**src/design/mem_pkg.sv**
```systemverilog
// shared widths, memory map constants, enums and request/response structs
`default_nettype none

package mem_pkg;

    localparam int unsigned XLEN   = 32;  // data and address width
    localparam int unsigned STRB_W = 4;   // one strobe bit per byte

    typedef logic [XLEN-1:0]   word_t;
    typedef logic [STRB_W-1:0] strb_t;

    typedef enum logic [1:0] {
        OP_PLAIN,  // ordinary load or store
        OP_LR,     // load-reserved
        OP_SC      // store-conditional
    } atomic_op_e;

    typedef enum logic [1:0] {
        REG_DMEM,
        REG_PERF,
        REG_HART,
        REG_NONE  // reads zero, writes dropped
    } region_e;

    // address bits 30..28 select the region
    localparam logic [2:0] REGION_DMEM      = 3'b001;  // 0x1xxxxxxx
    localparam logic [2:0] REGION_PERF_HART = 3'b100;  // 0x4000xxxx
    localparam int unsigned HART_SEL_BIT    = 12;      // 0 perf, 1 hart index

    typedef struct packed {
        logic       we;
        atomic_op_e op;
        word_t      addr;
        word_t      wdata;
        strb_t      wstrb;
    } core_req_t;

    typedef struct packed {
        word_t rdata;
        logic  sc_ok;  // only meaningful for an SC
    } core_resp_t;

    // request as held in the arbiter buffers
    typedef struct packed {
        logic  we;
        word_t addr;
        word_t wdata;
        strb_t wstrb;
    } dmem_req_t;

endpackage

`default_nettype wire

```
**src/design/lrsc_monitor.sv**
```systemverilog
// per-core LR reservations and store-conditional success flags
`timescale 1ns/1ps
`default_nettype none

module lrsc_monitor #(
    parameter int unsigned NCORES = 2
) (
    input  logic                          clk_i,
    input  logic                          rst,
    input  logic           [NCORES-1:0]   lr_i,
    input  logic           [NCORES-1:0]   sc_i,
    input  logic           [NCORES-1:0]   store_i,
    input  mem_pkg::word_t [NCORES-1:0]   addr_i,
    output logic           [NCORES-1:0]   sc_ok_o
);

    logic [NCORES-1:0]         resv_valid;
    logic [mem_pkg::XLEN-3:0]  resv_addr [NCORES];  // reserved word address

    always_ff @(posedge clk_i) begin
        if (rst) begin
            resv_valid <= '0;
        end else begin
            for (int i = 0; i < NCORES; i++) begin
                if (lr_i[i]) begin
                    resv_valid[i] <= 1'b1;
                end
                if (sc_i[i]) begin
                    resv_valid[i] <= 1'b0;  // cleared on success or failure
                end
                // a write by any other core to the word breaks the reservation
                for (int j = 0; j < NCORES; j++) begin
                    if (j != i && store_i[j] && addr_i[j][31:2] == resv_addr[i]) begin
                        resv_valid[i] <= 1'b0;
                    end
                end
            end
        end
    end

    always_ff @(posedge clk_i) begin
        for (int i = 0; i < NCORES; i++) begin
            if (lr_i[i]) begin
                resv_addr[i] <= addr_i[i][31:2];
            end
        end
    end

    for (genvar i = 0; i < NCORES; i++) begin : gen_sc_ok
        assign sc_ok_o[i] = resv_valid[i] && addr_i[i][31:2] == resv_addr[i];
    end

endmodule

`default_nettype wire

```
**config.mk**
```make
export PLATFORM = sky130hd
export DESIGN_NAME = lrsc_monitor
export DESIGN_NICKNAME = d
export VERILOG_FILES = /design/src/design/mem_pkg.sv /design/src/design/lrsc_monitor.sv
export SDC_FILE = /design/constraint.sdc
export NUM_CORES = 1
export LEC_CHECK = 0
export ABC_AREA = 1
export BUFFER_PORTS_ARGS = -buffer_cell sky130_fd_sc_hd__buf_2
export CAP_MARGIN = 10
export CORE_MARGIN = 10
export CORE_UTILIZATION = 51
export CTS_BUF_LIST = sky130_fd_sc_hd__clkbuf_4 sky130_fd_sc_hd__clkbuf_8
export DETAILED_ROUTE_END_ITERATION = 8
export PLACE_DENSITY = 0.78
export SETUP_SLACK_MARGIN = 0.1
export SLEW_MARGIN = 0
export SYNTH_ARGS = -nofsm -noshare
export SYNTH_HDL_FRONTEND = slang
export SYNTH_SLANG_ARGS = --single-unit
```
**constraint.sdc**
```tcl
create_clock -name clk_i -period 2.25 [get_ports clk_i]
set_input_delay 0.45 -clock clk_i [delete_from_list [all_inputs] [get_ports clk_i]]
set_output_delay 0.45 -clock clk_i [all_outputs]
set_load 0.02 [all_outputs]
```
==> flow_summary.yaml <==
detailed_routing:
  ant_nets: 0
  dr.pass1.iters: 5
  via_count: 3606
  drtIter0Drc: 338
  drcViolationCount: 0
  vias_per_cell: 5.03
  wl_per_cell_um: 15.4
  wl_mm: 11.1
clock_network:
  cts.sinks: 62
  clkTransAtPathRegs_ns: 0.07
  cts_max_path_buffers: 2
  cts_made_buffers: 9
  postCtsHoldBufs: 0
  h-tree-depth: 3
  insertion_delay_ns: 0.34
  cts_root_buf: "clkbuf_8"
  cts_tree: "yes"
pwr:
  ir_drop_mv: 0.360
  p_int_mw: 2.04
  clock_power_share: 0.307
  p_leak_nw: 2.32
  pwr-share-comb: 0.188
  net-switching-power_uw: 813
  seqPwrFrac: 0.505
  switching_share: 0.285
  powerDensity_nw_per_um2: 627
yosys:
  avgSynthCellArea_um2: 7.24
  postSynthCellCount: 524
  synth_top_area_cell: "edfxtp_1"
  synth_flop_cell: "edfxtp_1"
  ys_top_cells_by_area: "edfxtp_1 47%, nand2_1 19%, inv_1 9.9%, nor2_1 8.7%, xnor2_1 3.5%"
  yosysMostFrequentCell: "nand2_1"
  syn_nets: 596
  netlist.area_leader.share: 0.475
  synth_common_cells: "195 x nand2_1, 100 x inv_1, 88 x nor2_1"
  syn-cell-area_um2: 3800
  yosysWarnings: 0
  synth_cell_types: 13
  synth_seq_area_share: 0.485
  ys_seq_elements: 62
  ys_async_sr_fraction: 0
  synth_edf_count: 60
grt:
  grt_pass1_wl_mm: 17.2
  grt_max_degree: 32
  grt_overflow: 0
  antenna_found_initial: 0
  first_global_vias: 3517
  grt_usage: 0.193
sta:
  relSlewSlack: 0.463
  tightestPinTransition_ns: 0.806
  layout_min_cycle_time_ns: 2.07
  final_hold_viol_count: 0
  setup_viol: 0
  finalCritPeriodShare: 0.921
  finalSetupTns_ns: 0
  clock_skew_ns: 0.0104
  slew_viol_final: 0
  max_freq_mhz: 483
  rsz0062_at_grt: "yes"
setup_path:
  worstPathArrival_ns: 1.62
  cp.required_ns: 1.80
  crit_path_end_kind: "output pin"
  cp_max_fo: 3
  startpoint_type: "register"
  critPathKind: "reg -> out"
placement:
  dp_cells: 693
  portBuffers: 69
  hpwl_mm: 8.77
  gp_congestion: 0.902
run:
  drv_cap: 0
floorplanning:
  die_w_um: 106
  initial_core_util: 0.523
  io_pins: 74
  die_h_um: 106
  coreArea_um2: 7250
  die_area_um2: 11300
  fp-row-count: 31
finish:
  nNetsFinal: 685
  area_growth_pct: 19.8
  fin_cells: 717
  nFillCells: 673
  drive_gt1_frac: 0.163
  multi_input_area_um2: 1600
  num_antenna_cells: 0
  register_area_um2: 1840
worst_hold_path:
  hp-class: "in -> reg"
outcome:
  status: "finished, final reports clean"
[state kept, by name, summed over array words and instances, names as in the netlist]
name,count
resv_addr,60
resv_valid,2
[worst max-delay path, cell delays in order (launching register included)]
cell and delay, ns:
edfxtp_1 0.43, nand2_1 0.09, o21ai_0 0.08, nor2_1 0.15, nand2_1 0.07, nor2_1 0.13
nand2_1 0.12, nor2_2 0.09, buf_4 0.14
[metal layers]
| layer | vias up | global-route usage | routed length (um) |
|---|---|---|---|
| li1 | 1792 | - | - |
| met1 | 1634 | 0.250 | 4880 |
| met3 | 26 | 0.0453 | 837 |
| met4 | 0 | 0.0716 | 286 |
| met2 | 154 | 0.306 | 5050 |
| met5 | - | 0 | 0 |
[cells by family (layout without fill, tap and decap cells)]
group	after synthesis	after routing	synth area share
XOR/XNOR	25	25	0.0577
AO/OA/AOI/OAI	49	49	0.0712
AND/OR/NAND/NOR	288	288	0.287
buffers and inverters	100	194	0.0989
flip-flops	62	62	0.485
[repair_timing]
| item | 4_1_cts | 5_1_grt |
|---|---|---|
| setup buffers | 0 | 8 |
| endpoints found under the setup margin | 0 | 2 |
| resized for setup | 0 | 11 |
[final cells by class]
class,count,share of cell area
sequential,62,0.405
multi-input combinational,362,0.353
timing repair buffer,78,0.0947
inverter,100,0.0826
clock buffer,14,0.0355
tap,99,0.0272
clock inverter,2,0.00220
[stage by stage]
stage | utilization | instance area (um^2) | worst slack, ns | power [mW] | hold WS, ns
after detailed placement | 0.591 | 4290 | 0.307 | 1.97 | 0.532
after global routing | 0.627 | 4550 | 0.0785 | 2.99 | 0.318
after CTS | 0.614 | 4460 | 0.101 | 2.83 | 0.311
after floorplan | - | 3800 | 0.644 | 1.73 | 0.483
after global placement | 0.591 | 4290 | 0.322 | 1.95 | 0.508
final | 0.627 | 4550 | 0.178 | 2.85 | 0.315
[power by group through the flow]
stage / Clock (mW) / Combinational (mW) / Sequential (mW)
after floorplan: 0 / 0.284 / 1.44
after global placement: 0 / 0.493 / 1.46
after detailed placement: 0 / 0.505 / 1.46
after CTS: 0.883 / 0.507 / 1.44
after global routing: 0.934 / 0.602 / 1.45
final: 0.875 / 0.536 / 1.44
[placed cells by master, fill, tap and decap left out]
master    Yosys  layout
inv_2         0       1
o21ai_1       1       3
buf_12        0       1
dfxtp_1       2       2
clkbuf_4      0       5
o22ai_1      20      20
xnor2_1      15      15
xor2_2        0       2
xor2_1       10       8
nand2_1     195     194
a21oi_1       4       4
buf_4         0      10
clkinv_2      0       2
edfxtp_1     60      60
inv_1       100      99
clkbuf_8      0       9
buf_2         0      67
nor2_1       88      85
nand4_1       2       2
nand2_2       0       1
nor2_2        0       3
nand3_1       3       3
o21ai_0      24      22
[worst paths after layout]
| kind | start | end | slack, ns | cells after the start |
|---|---|---|---|---|
| max | resv_addr[0][49] | sc_ok_o[1] | 0.18 | 8 |
| min | addr_i[47] | resv_addr[0][43] | 0.32 | 1 |
| max reg2reg | resv_addr[0][40] | resv_valid[1] | 0.84 | 9 |
| min reg2reg | resv_valid[0] | resv_valid[0] | 0.54 | 2 |
No activity file was read; power rests on OpenSTA's default activity.
