--- src/design/mem_pkg.sv ---
// shared widths, memory map constants, enums and request/response structs
`default_nettype none

package mem_pkg;

    localparam int unsigned XLEN   = 32;  // data and address width
    localparam int unsigned STRB_W = 4;   // one strobe bit per byte

    typedef logic [XLEN-1:0]   word_t;
    typedef logic [STRB_W-1:0] strb_t;

    typedef enum logic [1:0] {
        OP_PLAIN,  // ordinary load or store
        OP_LR,     // load-reserved
        OP_SC      // store-conditional
    } atomic_op_e;

    typedef enum logic [1:0] {
        REG_DMEM,
        REG_PERF,
        REG_HART,
        REG_NONE  // reads zero, writes dropped
    } region_e;

    // address bits 30..28 select the region
    localparam logic [2:0] REGION_DMEM      = 3'b001;  // 0x1xxxxxxx
    localparam logic [2:0] REGION_PERF_HART = 3'b100;  // 0x4000xxxx
    localparam int unsigned HART_SEL_BIT    = 12;      // 0 perf, 1 hart index

    typedef struct packed {
        logic       we;
        atomic_op_e op;
        word_t      addr;
        word_t      wdata;
        strb_t      wstrb;
    } core_req_t;

    typedef struct packed {
        word_t rdata;
        logic  sc_ok;  // only meaningful for an SC
    } core_resp_t;

    // request as held in the arbiter buffers
    typedef struct packed {
        logic  we;
        word_t addr;
        word_t wdata;
        strb_t wstrb;
    } dmem_req_t;

endpackage

`default_nettype wire

--- src/design/perf_counter.sv ---
// 64-bit cycle counter with a 2-bit mode register and registered word readback
`timescale 1ns/1ps
`default_nettype none

module perf_counter (
    input  logic           clk_i,
    input  logic           rst,
    input  logic           wr_i,
    input  logic [3:0]     rd_offset_i,
    input  mem_pkg::word_t wdata_i,
    output mem_pkg::word_t rdata_o
);

    logic [1:0]  mode_q;   // 0 clear, 1 run, 2/3 freeze
    logic [63:0] mcycle_q;

    always_ff @(posedge clk_i) begin
        if (rst) begin
            mode_q   <= 2'd0;
            mcycle_q <= '0;
        end else begin
            if (wr_i && rd_offset_i == 4'd0) begin
                mode_q <= wdata_i[1:0];
            end
            case (mode_q)
                2'd0:    mcycle_q <= '0;
                2'd1:    mcycle_q <= mcycle_q + 64'd1;
                default: mcycle_q <= mcycle_q;  // frozen
            endcase
        end
    end

    // offset 4 gives the low word, offset 0 the high word
    always_ff @(posedge clk_i) begin
        rdata_o <= rd_offset_i[2] ? mcycle_q[31:0] : mcycle_q[63:32];
    end

endmodule

`default_nettype wire

--- src/design/bus_decoder.sv ---
// per-core address decoder with response routing, hart index and perf counter
`timescale 1ns/1ps
`default_nettype none

module bus_decoder #(
    parameter int unsigned HART_ID = 0
) (
    input  logic                clk_i,
    input  logic                rst,
    input  logic                req_i,
    input  mem_pkg::core_req_t  req_data_i,
    input  logic                sc_ok_i,
    input  logic                dmem_done_i,
    input  mem_pkg::word_t      dmem_rdata_i,
    output logic                dmem_valid_o,
    output mem_pkg::dmem_req_t  dmem_req_o,
    output logic                store_o,
    output logic                lr_o,
    output logic                sc_o,
    output logic                done_o,
    output mem_pkg::core_resp_t resp_o
);

    mem_pkg::region_e region;
    mem_pkg::region_e region_q;  // region of the pending access
    logic             accept;
    logic             is_dmem;
    logic             is_sc;
    logic             wr_en;
    logic             inflight_q;    // waiting on the arbiter
    logic             local_done_q;
    logic             sc_ok_q;
    mem_pkg::word_t   perf_rdata;

    always_comb begin
        if (req_data_i.addr[30:28] == mem_pkg::REGION_DMEM) begin
            region = mem_pkg::REG_DMEM;
        end else if (req_data_i.addr[30:28] == mem_pkg::REGION_PERF_HART) begin
            region = req_data_i.addr[mem_pkg::HART_SEL_BIT] ? mem_pkg::REG_HART
                                                            : mem_pkg::REG_PERF;
        end else begin
            region = mem_pkg::REG_NONE;
        end
    end

    // a request is taken once, never in its own done cycle
    assign accept  = req_i && !inflight_q && !done_o;
    assign is_dmem = region == mem_pkg::REG_DMEM;
    assign is_sc   = is_dmem && req_data_i.op == mem_pkg::OP_SC;
    assign wr_en   = req_data_i.we && (!is_sc || sc_ok_i);  // failed SC writes nothing

    assign dmem_valid_o     = accept && is_dmem;
    assign dmem_req_o.we    = wr_en;
    assign dmem_req_o.addr  = req_data_i.addr;
    assign dmem_req_o.wdata = req_data_i.wdata;
    assign dmem_req_o.wstrb = req_data_i.wstrb;

    assign store_o = accept && is_dmem && wr_en;
    assign lr_o    = accept && is_dmem && req_data_i.op == mem_pkg::OP_LR;
    assign sc_o    = accept && is_sc;

    always_ff @(posedge clk_i) begin
        if (rst) begin
            inflight_q   <= 1'b0;
            local_done_q <= 1'b0;
            sc_ok_q      <= 1'b0;
            region_q     <= mem_pkg::REG_NONE;
        end else begin
            local_done_q <= accept && !is_dmem;
            if (accept) begin
                region_q <= region;
                sc_ok_q  <= is_sc && sc_ok_i;  // sampled at decode
            end
            if (accept && is_dmem) begin
                inflight_q <= 1'b1;
            end else if (dmem_done_i) begin
                inflight_q <= 1'b0;
            end
        end
    end

    perf_counter u_perf (
        .clk_i      (clk_i),
        .rst        (rst),
        .wr_i       (accept && region == mem_pkg::REG_PERF && req_data_i.we),
        .rd_offset_i(req_data_i.addr[3:0]),
        .wdata_i    (req_data_i.wdata),
        .rdata_o    (perf_rdata)
    );

    always_comb begin
        case (region_q)
            mem_pkg::REG_DMEM: resp_o.rdata = dmem_rdata_i;
            mem_pkg::REG_PERF: resp_o.rdata = perf_rdata;
            mem_pkg::REG_HART: resp_o.rdata = mem_pkg::word_t'(HART_ID);
            default:           resp_o.rdata = '0;  // unmapped
        endcase
    end

    assign resp_o.sc_ok = sc_ok_q;
    assign done_o       = local_done_q || dmem_done_i;

endmodule

`default_nettype wire

--- config.mk ---
export PLATFORM = sky130hd
export DESIGN_NAME = bus_decoder
export DESIGN_NICKNAME = d
export VERILOG_FILES = /design/src/design/mem_pkg.sv /design/src/design/perf_counter.sv /design/src/design/bus_decoder.sv
export SDC_FILE = /design/constraint.sdc
export NUM_CORES = 1
export LEC_CHECK = 0
export BUFFER_PORTS_ARGS = -buffer_cell sky130_fd_sc_hd__clkbuf_2
export CAP_MARGIN = 20
export CORE_MARGIN = 2
export CORE_UTILIZATION = 57
export CTS_BUF_LIST = sky130_fd_sc_hd__clkbuf_4
export DETAILED_ROUTE_END_ITERATION = 10
export PLACE_DENSITY_LB_ADDON = 0.12
export SKIP_LAST_GASP = 1
export SYNTH_ARGS = -nofsm -noshare
export SYNTH_HDL_FRONTEND = slang
export SYNTH_SLANG_ARGS = --single-unit
export TNS_END_PERCENT = 5
--- constraint.sdc ---
create_clock -name clk_i -period 5.4 [get_ports clk_i]
set_input_delay 0.27 -clock clk_i [delete_from_list [all_inputs] [get_ports clk_i]]
set_output_delay 0.27 -clock clk_i [all_outputs]
set_load 0.1 [all_outputs]
==> reports/qor.csv, run 1 <==
stage,metric,value,unit
outcome,status,finished clean,
yosys,Post-synth ARST share,0,%
grt,total grt overflow,0,
worst_setup_path,length in cells of the worst reg-to-reg path,5,
yosys,Post-Syn Area,6291,um2
floorplan,Die Wd,109.1,um
sta,setup TNS,0,ns
cts,CTS Root Cell,clkbuf_4,
layout,final cell area excluding filler cells,6316,um2
yosys,"area leader, netlist",dfxtp_1,
route,wire per inst,18.85,um
route,First DRT Iteration DRCs,451,
route,DRC viols,0,
grt,largest net degree at the start of global routing,99,
cts,postcts setup bufs,0,
yosys,Mapped Cells,786,
grt,gr usage total,28.17,%
yosys,sequential fraction of the synthesis area,32.78,%
worst_setup_path,crit start category,flip-flop,
yosys,Post-synth EDFFs,0,
sta,min Tclk post-route,3.007,ns
floorplan,Core ar.,10790,um2
yosys,post-synth cell types,57,
route,drt total wl,17090,um
min_path,Worst Hold Class,in2reg,
pwr,VDD IR max,0.0001313,V
cts,clk_lat worst skew,0.47,ns
sta,Slew @ Worst Pin,1.071,ns
yosys,Synth top area share,32.78,%
cts,Num CTS Buffers,9,
grt,initial antenna violation count,0,
pwr,cell leakage power,0.002394,uW
cts,CTS sink cnt,103,
worst_setup_path,worst path required time,5.79,ns
yosys,syn_area_per_cell,8.004,um2
floorplan,Rows,38,
sta,Hold Fails Final Rpt,0,
sta,f_max,332.6,MHz
place,DP Area,6197,um2
run,Max-Cap Viols,0,
route,"antenna viol nets, final",0,
yosys,most frequent cells after synthesis,"dfxtp_1, nand2_1, nor2_1",
layout,"Core Util, Final",58.52,%
pwr,Clk pwr share,28.4,%
yosys,"top cells by area, synth","dfxtp_1, buf_4, mux2i_1",
cts,clock buffer depth,2,
floorplan,Starting Density,58.29,%
cts,CTS Hold Bufs,0,
min_path,worst hold start,sc_ok_i,
layout,final net count,871,
layout,Syn-to-layout area delta,0.3978,%
place,gpl congestion,0.9035,
sta,Final setup viols,0,
worst_setup_path,CP Max Fanout,14,
worst_setup_path,Crit. Startpoint,u_perf.mcycle_q[20],
sta,period utilization,55.68,%
pwr,switching pwr,355.9,uW
floorplan,Die Y,109.1,um
cts,clock slew at reported path FFs,0.15,ns
pwr,Final Power,1255,uW
grt,vias in the first global route,4976,
layout,fillcell total,995,
floorplan,I/O pin cnt,215,
yosys,#FFs+latches synth,103,
worst_setup_path,Setup CP Type,reg2reg,
pwr,Sw Share,28.36,%
pwr,PD cells,198.7,nW/um2
sta,RSZ-0062 raised after global routing,false,
grt,first-pass GRT wire length,25890,um
sta,Rel. slew slack,28.51,%
worst_setup_path,reg2reg setup slack,2.39,ns
pwr,P_int,898.9,uW
worst_setup_path,crit path DAT,3.39,ns
yosys,synth warn,0,
pwr,sequential share of power,61.7,%
pwr,combinational power share,9.9,%
layout,layout cells sized above 1,21.38,%
place,port bufs,98,
layout,Antenna Cells,0,
cts,total of cells resized after clock tree synthesis,0,
cts,CTS tree,done,
worst_setup_path,Setup crit end,u_perf.mcycle_q[55],
sta,max-slew violations,0,
worst_setup_path,CP Capture Type,flip-flop,
place,DPL Wire Length,11850,um
worst_setup_path,Crit Reg-Reg Endpoint,u_perf.mcycle_q[55],
cts,CTS H-Tree Depth,3,
route,first drt pass iteration count,5,
route,routed vias,5798,
worst_setup_path,Worst R2R Start,u_perf.mcycle_q[20],
yosys,top-count cell post-synth,dfxtp_1,
yosys,top_reg_cell synth,dfxtp_1,
sta,post-route clock skew,0.01867,ns
floorplan,die area,11890,um2
yosys,syn nets,895,
route,vias per cell,6.393,
[critical path: stages (launching register included)]
cell     delay, ns
dfxtp_1       0.50
nand4_1       0.26
nor4_1        0.72
nand4_1       0.62
or4_1         0.64
a31oi_1       0.18
[cell usage in the layout, fill, tap and decap left out, types with 4 or more instances in the layout]
cell	Yosys	final
o2111ai_1	6	6
a31o_2	4	4
nand3_1	28	28
nand2_1	83	83
a22oi_1	9	9
a21oi_1	22	22
or3_1	11	11
o211ai_1	12	12
nor4_1	19	19
and3_1	11	11
and4_1	8	8
or4_1	15	15
mux2i_1	44	44
nor2_1	73	73
nand2b_1	7	7
or2_2	5	5
and2_1	5	5
clkbuf_2	0	98
o21a_1	8	8
mux2_2	33	33
nor3_1	17	17
dfxtp_1	103	101
a31oi_1	19	19
o22ai_1	11	11
a21o_1	4	4
o311ai_0	4	4
o21ai_0	18	18
inv_1	6	6
clkbuf_4	0	11
nand4_1	27	27
[registers in the layout, indices dropped and copies added (netlist names)]
signal	flops
u_perf.mcycle_q	64
u_perf.rdata_o	32
region_q	2
u_perf.mode_q	2
inflight_q	1
local_done_q	1
sc_ok_q	1
[power groups by stage]
stage	clock [uW]	combinational, uW	sequential (uW)
floorplan	0	311	778
global placement	0	123	789
detailed placement	0	124	790
CTS	356	125	774
global route	384	130	775
finish	356	125	774
[worst min-delay path by stage]
stage               slack, ns  cells after the start                to
finish                   0.07                      3           sc_ok_q
global route             0.08                      3           sc_ok_q
CTS                      0.07                      3           sc_ok_q
detailed placement       0.46                      2        inflight_q
global placement         0.45                      2        inflight_q
floorplan                0.41                      2  u_perf.mode_q[0]
[per-layer routing]
| metal | routed length (um) | global-route usage [%] |
|---|---|---|
| met1 | 7762 | 40.94 |
| met2 | 7442 | 41.75 |
| met3 | 1288 | 2.989 |
| met4 | 601 | 12.82 |
| met5 | 0 | 0 |
[stage by stage]
stage | worst slack (ns) | instances | hold slack, ns
floorplan | 1.460 | 786 | 0.4139
global placement | 2.686 | 890 | 0.4546
detailed placement | 2.531 | 890 | 0.4587
CTS | 2.483 | 906 | 0.06600
global route | 2.211 | 907 | 0.07687
finish | 2.393 | 907 | 0.06534
[cell type report]
type | instances | area, um2 | area share (%)
Clock buffer | 11 | 82.58 | 1.307
Clock inverter | 5 | 25.02 | 0.3962
Inverter | 6 | 22.52 | 0.3566
Multi-Input combinational cell | 540 | 3422 | 54.18
Sequential cell | 103 | 2064 | 32.69
Tap cell | 140 | 175.2 | 2.773
Timing Repair Buffer | 102 | 524.3 | 8.300
[logic make-up after synthesis]
| logic type | after synthesis | share of synthesized area, % |
|---|---|---|
| AOI/OAI and AO/OA | 135 | 14.60 |
| muxes | 77 | 12.91 |
| DFF | 103 | 32.78 |
| and+or+nand+nor | 327 | 26.69 |
| adders and majority gates | 1 | 0.1989 |
| buffers and inverters | 143 | 12.83 |
Power figures use the tool's default switching activity.
==> inputs of run 2 (changes only) <==
--- a/config.mk
+++ b/config.mk
@@ -5,10 +5,11 @@
 export SDC_FILE = /design/constraint.sdc
 export NUM_CORES = 1
 export LEC_CHECK = 0
+export ABC_AREA = 1
 export BUFFER_PORTS_ARGS = -buffer_cell sky130_fd_sc_hd__clkbuf_2
 export CAP_MARGIN = 20
 export CORE_MARGIN = 2
-export CORE_UTILIZATION = 57
+export CORE_UTILIZATION = 48
 export CTS_BUF_LIST = sky130_fd_sc_hd__clkbuf_4
 export DETAILED_ROUTE_END_ITERATION = 10
 export PLACE_DENSITY_LB_ADDON = 0.12
==> constraint.sdc (replaced) <==
create_clock -name clk_i -period 2.47 [get_ports clk_i]
set_input_delay 0.1235 -clock clk_i [delete_from_list [all_inputs] [get_ports clk_i]]
set_output_delay 0.1235 -clock clk_i [all_outputs]
set_load 0.1 [all_outputs]
==> run 2 against run 1 <==
Against the previous run: die area is 24% higher; final cell count is 43% higher; core utilization is 5.8 points lower; sequential power is 120% higher; non-clock buffer count is 11 higher; highest routed layer unchanged; largest cell class unchanged; clock skew is 0.0061 ns lower; sequential share of layout area is 3.5 points lower; first-iteration DRC count is 58% higher; critical path type is now reg2out.
==> reports/qor.csv, run 2 <==
stage,metric,value,unit,change
sta,Rel. slew slack,51.53,%,+23 points
layout,"commonest non-fill, non-tap cell in the layout",nand2_1,,
layout,multi-input logic area,3495,um2,+2.1%
sta,min Tclk post-route,2.333,ns,
worst_setup_path,Worst R2R Start,u_perf.mcycle_q[1],,
sta,f_max,428.7,MHz,
grt,first-pass GRT wire length,35200,um,+36%
cts,Num CTS Buffers,9,,unchanged
yosys,sequential fraction of the synthesis area,31.06,%,-1.7 points
worst_setup_path,CP max-delay cell,or2_2,,
yosys,Mapped Cells,1097,,+40%
layout,Biggest register,u_perf.mcycle_q,,
cts,clock slew at reported path FFs,0.16,ns,about the same
place,DPL Wire Length,18010,um,+52%
yosys,Post-synth ARST share,0,%,unchanged
layout,Top Registers,"u_perf.mcycle_q: 64 flops, u_perf.rdata_o: 32 flops",,
floorplan,Starting Density,49.54,%,-8.7 points
place,dpl cells,1270,,+43%
worst_setup_path,Setup CP Type,reg2out,,
cts,CTS tree,done,,
yosys,top_reg_cell synth,dfxtp_1,,
floorplan,die area,14790,um2,+24%
worst_setup_path,Crit Reg-Reg Endpoint,u_perf.mcycle_q[54],,
layout,Final Non-Filler Cells,1294,,+43%
cts,CTS Root Cell,clkbuf_4,,
cts,clk_lat worst skew,0.50,ns,+0.03 ns
yosys,most frequent cells after synthesis,"nand2_1, nor2_1, inv_1",,
min_path,worst hold start,req_data_i[36],,
sta,period utilization,94.44,%,
route,drt total wl,23230,um,+36%
grt,gr usage total,31.78,%,+3.6 points
yosys,"top cells by area, synth","dfxtp_1, nand2_1, nand3_1",,
grt,largest net degree at the start of global routing,65,,-34%
min_path,Hold Path Cell Cnt,4,,+1
yosys,top-count cell post-synth,nand2_1,,
cts,CTS sink cnt,103,,unchanged
grt,total grt overflow,0,,unchanged
yosys,Synth top area share,31.06,%,-1.7 points
worst_setup_path,worst path required time,2.35,ns,-3.44 ns
grt,initial antenna violation count,1,,+1
floorplan,Core ar.,13400,um2,+24%
sta,Hold Fails Final Rpt,0,,unchanged
route,DRC viols,0,,unchanged
yosys,post-synth cell types,29,,-49%
sta,Final WS setup,0.1373,ns,-2.256 ns
layout,Syn-to-layout area delta,6.427,%,
worst_setup_path,"CP delay by family, top",simple AND/OR/NAND/NOR gates,,
yosys,Post-synth EDFFs,0,,unchanged
pwr,VDD IR max,0.0002821,V,+110%
yosys,synth warn,0,,unchanged
route,wire per inst,17.95,um,-4.7%
worst_setup_path,CP Cell Sequence,or2_2 -> o21ai_0 -> clkbuf_2,,
worst_setup_path,reg2reg setup slack,0.51,ns,-1.88 ns
sta,Hold WS,0.02484,ns,-0.04050 ns
route,First DRT Iteration DRCs,714,,+58%
cts,CTS H-Tree Depth,3,,unchanged
floorplan,Die Y,121.6,um,+12%
floorplan,Rows,42,,+11%
route,routed vias,7043,,+21%
layout,Largest register FFs,64,,unchanged
place,gpl congestion,0.9766,,+8.1%
yosys,syn nets,1206,,+35%
yosys,syn_area_per_cell,6.052,um2,-24%
grt,vias in the first global route,6270,,+26%
place,port bufs,98,,unchanged
floorplan,I/O pin cnt,215,,unchanged
worst_setup_path,CP Max Fanout,32,,+18
sta,Slew @ Worst Pin,0.7271,ns,-0.3438 ns
layout,fillcell total,1463,,+47%
worst_setup_path,Max stage delay on crit path,0.52,ns,-0.20 ns
min_path,Worst Hold Class,in2reg,,
run,Max-Cap Viols,0,,unchanged
route,vias per cell,5.443,,-15%
worst_setup_path,CP Capture Type,output port,,
route,first drt pass iteration count,6,,+1
min_path,Worst Hold End,u_perf.mode_q[1],,
layout,layout cells sized above 1,14.68,%,-6.7 points
yosys,"area leader, netlist",dfxtp_1,,
worst_setup_path,crit start category,flip-flop,,
pwr,PD cells,420.0,nW/um2,+110%
outcome,status,finished clean,,
sta,Final setup viols,0,,unchanged
worst_setup_path,length in cells of the worst reg-to-reg path,9,,+4
worst_setup_path,"Buf+Inv Stages, Crit Path",1,,+1
pwr,cell leakage power,0.002607,uW,+8.9%
yosys,#FFs+latches synth,103,,unchanged
floorplan,Die Wd,121.6,um,+12%
route,"antenna viol nets, final",0,,unchanged
place,dpl ws,0.6011,ns,-1.929 ns
sta,RSZ-0062 raised after global routing,true,,
sta,post-route clock skew,0.01253,ns,-0.006139 ns
worst_setup_path,crit path DAT,2.21,ns,-1.18 ns
sta,max-slew violations,0,,unchanged
cts,clock buffer depth,2,,unchanged
layout,most frequent cells in the layout,"nand2_1, nor2_1, inv_1, nand3_1, dfxtp_1",,
yosys,Post-Syn Area,6639,um2,+5.5%
layout,register area,2063,um2,about the same
layout,final net count,1221,,+40%
-- run 2: changes by cell type after synthesis, moves of 33 or more --
cell	before	now
nand2_1	83	283
inv_1	6	114
nand3_1	28	108
o21ai_0	18	90
nor2_1	73	135
a21oi_1	22	71
mux2i_1	44	0
mux2_2	33	0
-- run 2: final cells by class --
type,instances,area share (%)
multi-input cells,770,49.46
well taps,176,3.117
clock buffers,10,1.063
repair buffers,113,9.811
flip-flops and latches,103,29.20
clock inverters,6,1.204
inverters,115,6.109
diodes,1,0.03542
-- run 2: worst max-delay path by stage --
| stage | start | endpoint | slack, ns | depth (start not counted) |
|---|---|---|---|---|
| after global placement | u_perf.mcycle_q[1] | u_perf.mcycle_q[54] | 0.67 | 9 |
| final | region_q[0] | resp_o[10] | 0.14 | 3 |
| after CTS | region_q[0] | resp_o[10] | 0.11 | 3 |
| after global routing | region_q[1] | resp_o[27] | -0.01 | 5 |
| after floorplan | region_q[0] | resp_o[10] | -0.69 | 4 |
| after detailed placement | u_perf.mcycle_q[1] | u_perf.mcycle_q[54] | 0.60 | 9 |
-- run 2: repair_timing --
item                                   CTS  global route
endpoints found under the hold margin    5             0
setup endpoints to repair                0             7
buffers inserted                         0             0
hold buffers                             7             0
resized for setup                        0             1
-- run 2: routing by layer --
layer  vias up  GRT usage (%)  share of wire (%)
li1       3466              -                  -
met1      3231          43.33                 43
met2       306          50.32                 46
met3        40          8.521                9.7
met4         0          7.687                2.1
met5         -              0                  0
-- run 2: logic make-up after synthesis --
logic type,share of synthesized area (%)
AO/OA/AOI/OAI,13.32
XOR/XNOR,0.1320
adder cells (fa/ha/maj),0.1884
buffers and inverters,16.66
flip-flops,31.06
AND/OR/NAND/NOR,38.64
-- run 2: stage by stage --
step	util, %	setup TNS [ns]	total power [uW]	area (um2)
4_1_cts	52.71	0	2983	7063
2_1_floorplan	-	-23.27	2355	6658
5_1_grt	52.73	-0.05746	3049	7066
3_5_place_dp	50.99	0	1990	6833
6_report	52.73	0	2968	7066
3_3_place_gp	50.99	0	1990	6833
-- run 2: worst register-to-register path: cells and delay by family, from the launching register on --
kind / cells / cell delay, ns
AO/OA/AOI/OAI: 1 / 0.13
adder cells (fa/ha/maj): 1 / 0.19
flip-flops: 1 / 0.42
AND/OR/NAND/NOR: 7 / 1.15
-- run 2: power by group --
group	total, uW	internal, uW	switching [uW]
combinational	295	63.5	232
clock	1010	418	588
sequential	1670	1670	1.12
==> inputs of run 3 (changes only) <==
--- a/config.mk
+++ b/config.mk
@@ -12,6 +12,7 @@
 export CORE_UTILIZATION = 48
 export CTS_BUF_LIST = sky130_fd_sc_hd__clkbuf_4
 export DETAILED_ROUTE_END_ITERATION = 10
+export HOLD_SLACK_MARGIN = 0.03
 export PLACE_DENSITY_LB_ADDON = 0.12
 export SKIP_LAST_GASP = 1
 export SYNTH_ARGS = -nofsm -noshare
==> run 3 against run 2 <==
Against the previous run: register-to-register slack about the same; clock power hardly changed; maximum frequency up 0.30%; sequential share of layout area down 0.16 points; count of clock-buffer cells in the layout unchanged; sequential power barely moved; power is essentially flat; global-route usage about the same; non-clock buffer count rose by 4.
==> reports/qor.csv, run 3 (same netlist as run 2, synthesis figures left out) <==
stage,metric,value,unit,change
sta,Final setup viols,0,,unchanged
cts,postcts setup bufs,0,,unchanged
floorplan,die area,14790,um2,unchanged
floorplan,Rows,42,,unchanged
layout,Biggest register,u_perf.mcycle_q,,
floorplan,Core ar.,13400,um2,unchanged
pwr,PD cells,417.5,nW/um2,-0.61%
sta,RSZ-0062 raised after global routing,true,,
sta,Slew @ Worst Pin,0.7230,ns,-0.004083 ns
pwr,cell leakage power,0.002626,uW,+0.76%
worst_setup_path,crit path DAT,2.20,ns,about the same
grt,initial antenna violation count,1,,unchanged
route,WL met1,10100,um,+2.1%
cts,CTS H-Tree Depth,3,,unchanged
grt,first-pass GRT wire length,35250,um,+0.14%
grt,gr usage total,31.82,%,+0.040 points
cts,CTS sink cnt,103,,unchanged
layout,"commonest non-fill, non-tap cell in the layout",nand2_1,,
floorplan,Die Wd,121.6,um,unchanged
floorplan,Die Y,121.6,um,unchanged
route,wire per inst,17.92,um,-0.21%
worst_setup_path,Setup CP Type,reg2out,,
sta,Rel. slew slack,51.80,%,+0.27 points
grt,largest net degree at the start of global routing,65,,unchanged
worst_setup_path,CP Max Fanout,32,,unchanged
layout,layout cells sized above 1,14.63,%,-0.052 points
place,port bufs,98,,unchanged
route,First DRT Iteration DRCs,710,,-0.56%
route,met2 wire len,10680,um,+0.74%
sta,f_max,430.0,MHz,+0.30%
grt,total grt overflow,0,,unchanged
route,uppermost layer routed,met4,,
place,dpl cells,1270,,unchanged
floorplan,I/O pin cnt,215,,unchanged
cts,clk_lat worst skew,0.50,ns,about the same
pwr,VDD IR max,0.0002833,V,+0.44%
sta,max-slew violations,0,,unchanged
outcome,status,finished clean,,
layout,"Core Util, Final",53.03,%,+0.30 points
layout,Syn-to-layout area delta,7.030,%,
route,first drt pass iteration count,5,,-1
cts,clock slew at reported path FFs,0.16,ns,about the same
cts,Num CTS Buffers,9,,unchanged
layout,Largest register FFs,64,,unchanged
cts,clock buffer depth,2,,unchanged
place,gpl congestion,0.9766,,unchanged
sta,min Tclk post-route,2.326,ns,-0.007075 ns
route,drt total wl,23260,um,about the same
worst_setup_path,crit start category,flip-flop,,
place,DPL Wire Length,18010,um,unchanged
sta,period utilization,94.16,%,-0.29 points
layout,most frequent cells in the layout,"nand2_1, nor2_1, inv_1, nand3_1, dfxtp_1",,
route,"antenna viol nets, final",0,,unchanged
route,DRC viols,0,,unchanged
min_path,Worst Hold Class,in2reg,,
route,routed vias,7104,,+0.87%
layout,Top Registers,"u_perf.mcycle_q: 64 flops, u_perf.rdata_o: 32 flops",,
route,vias per cell,5.473,,+0.56%
cts,CTS Root Cell,clkbuf_4,,
run,Max-Cap Viols,0,,unchanged
sta,Hold Fails Final Rpt,0,,unchanged
layout,final net count,1225,,+0.33%
grt,vias in the first global route,6273,,+0.048%
worst_setup_path,CP Capture Type,output port,,
cts,CTS tree,done,,
layout,Final Non-Filler Cells,1298,,+0.31%
sta,post-route clock skew,0.01598,ns,+0.003445 ns
route,met3 wire length,2062,um,-8.1%
floorplan,Starting Density,49.54,%,unchanged
worst_setup_path,worst path required time,2.35,ns,about the same
## run 3: worst max-delay path: stages, from the launching register on
cell and delay (ns):
dfxtp_1 0.34, or2_2 0.52, o21ai_0 0.33, clkbuf_2 0.51
## run 3: through the flow
step                      worst slack [ns]  area (um2)  TNS [ns]  hold WS, ns  power (uW)
final                               0.1443        7106         0       0.1089        2966
after global routing              -0.01387        7106  -0.05746       0.1258        3051
after CTS                           0.1071        7103         0      0.08185        2984
after detailed placement            0.6011        6833         0       0.2477        1990
after global placement              0.6749        6833         0       0.2477        1990
after floorplan                    -0.6880        6658    -23.27       0.2681        2355
## run 3: final timing paths
path	cells after the start	slack [ns]	from	endpoint
worst min register to register	2	0.49	sc_ok_q	sc_ok_q
worst min-delay path	4	0.11	req_data_i[64]	region_q[1]
worst max-delay path	3	0.14	region_q[0]	resp_o[10]
worst max register to register	9	0.50	u_perf.mcycle_q[1]	u_perf.mcycle_q[54]
## run 3: metal layers
metal / GRT usage (%) / vias up
li1: - / 3473
met1: 43.42 / 3294
met2: 50.35 / 303
met3: 8.521 / 34
met4: 7.687 / 0
met5: 0 / -
## run 3: report_power, final
| part | switching (uW) | internal, uW | total [uW] | leakage (uW) |
|---|---|---|---|---|
| logic | 233 | 65.0 | 298 | 0.00171 |
| clock network | 585 | 418 | 1000 | 0.0000824 |
| registers | 1.16 | 1670 | 1670 | 0.000830 |
## run 3: timing repair
item,CTS,global route
endpoints found under the setup margin,0,7
endpoints found under the hold margin,6,0
hold buffers,11,0
gates resized for setup,0,1
## run 3: area by class of cell
cell class	count	area [um2]
antenna	1	2.502
inverter	115	431.7
tap	176	220.2
sequential	103	2063
timing repair buffer	117	733.2
multi-input combinational	770	3495
clock inverter	6	85.08
fill	1453	6295
clock buffer	10	75.07
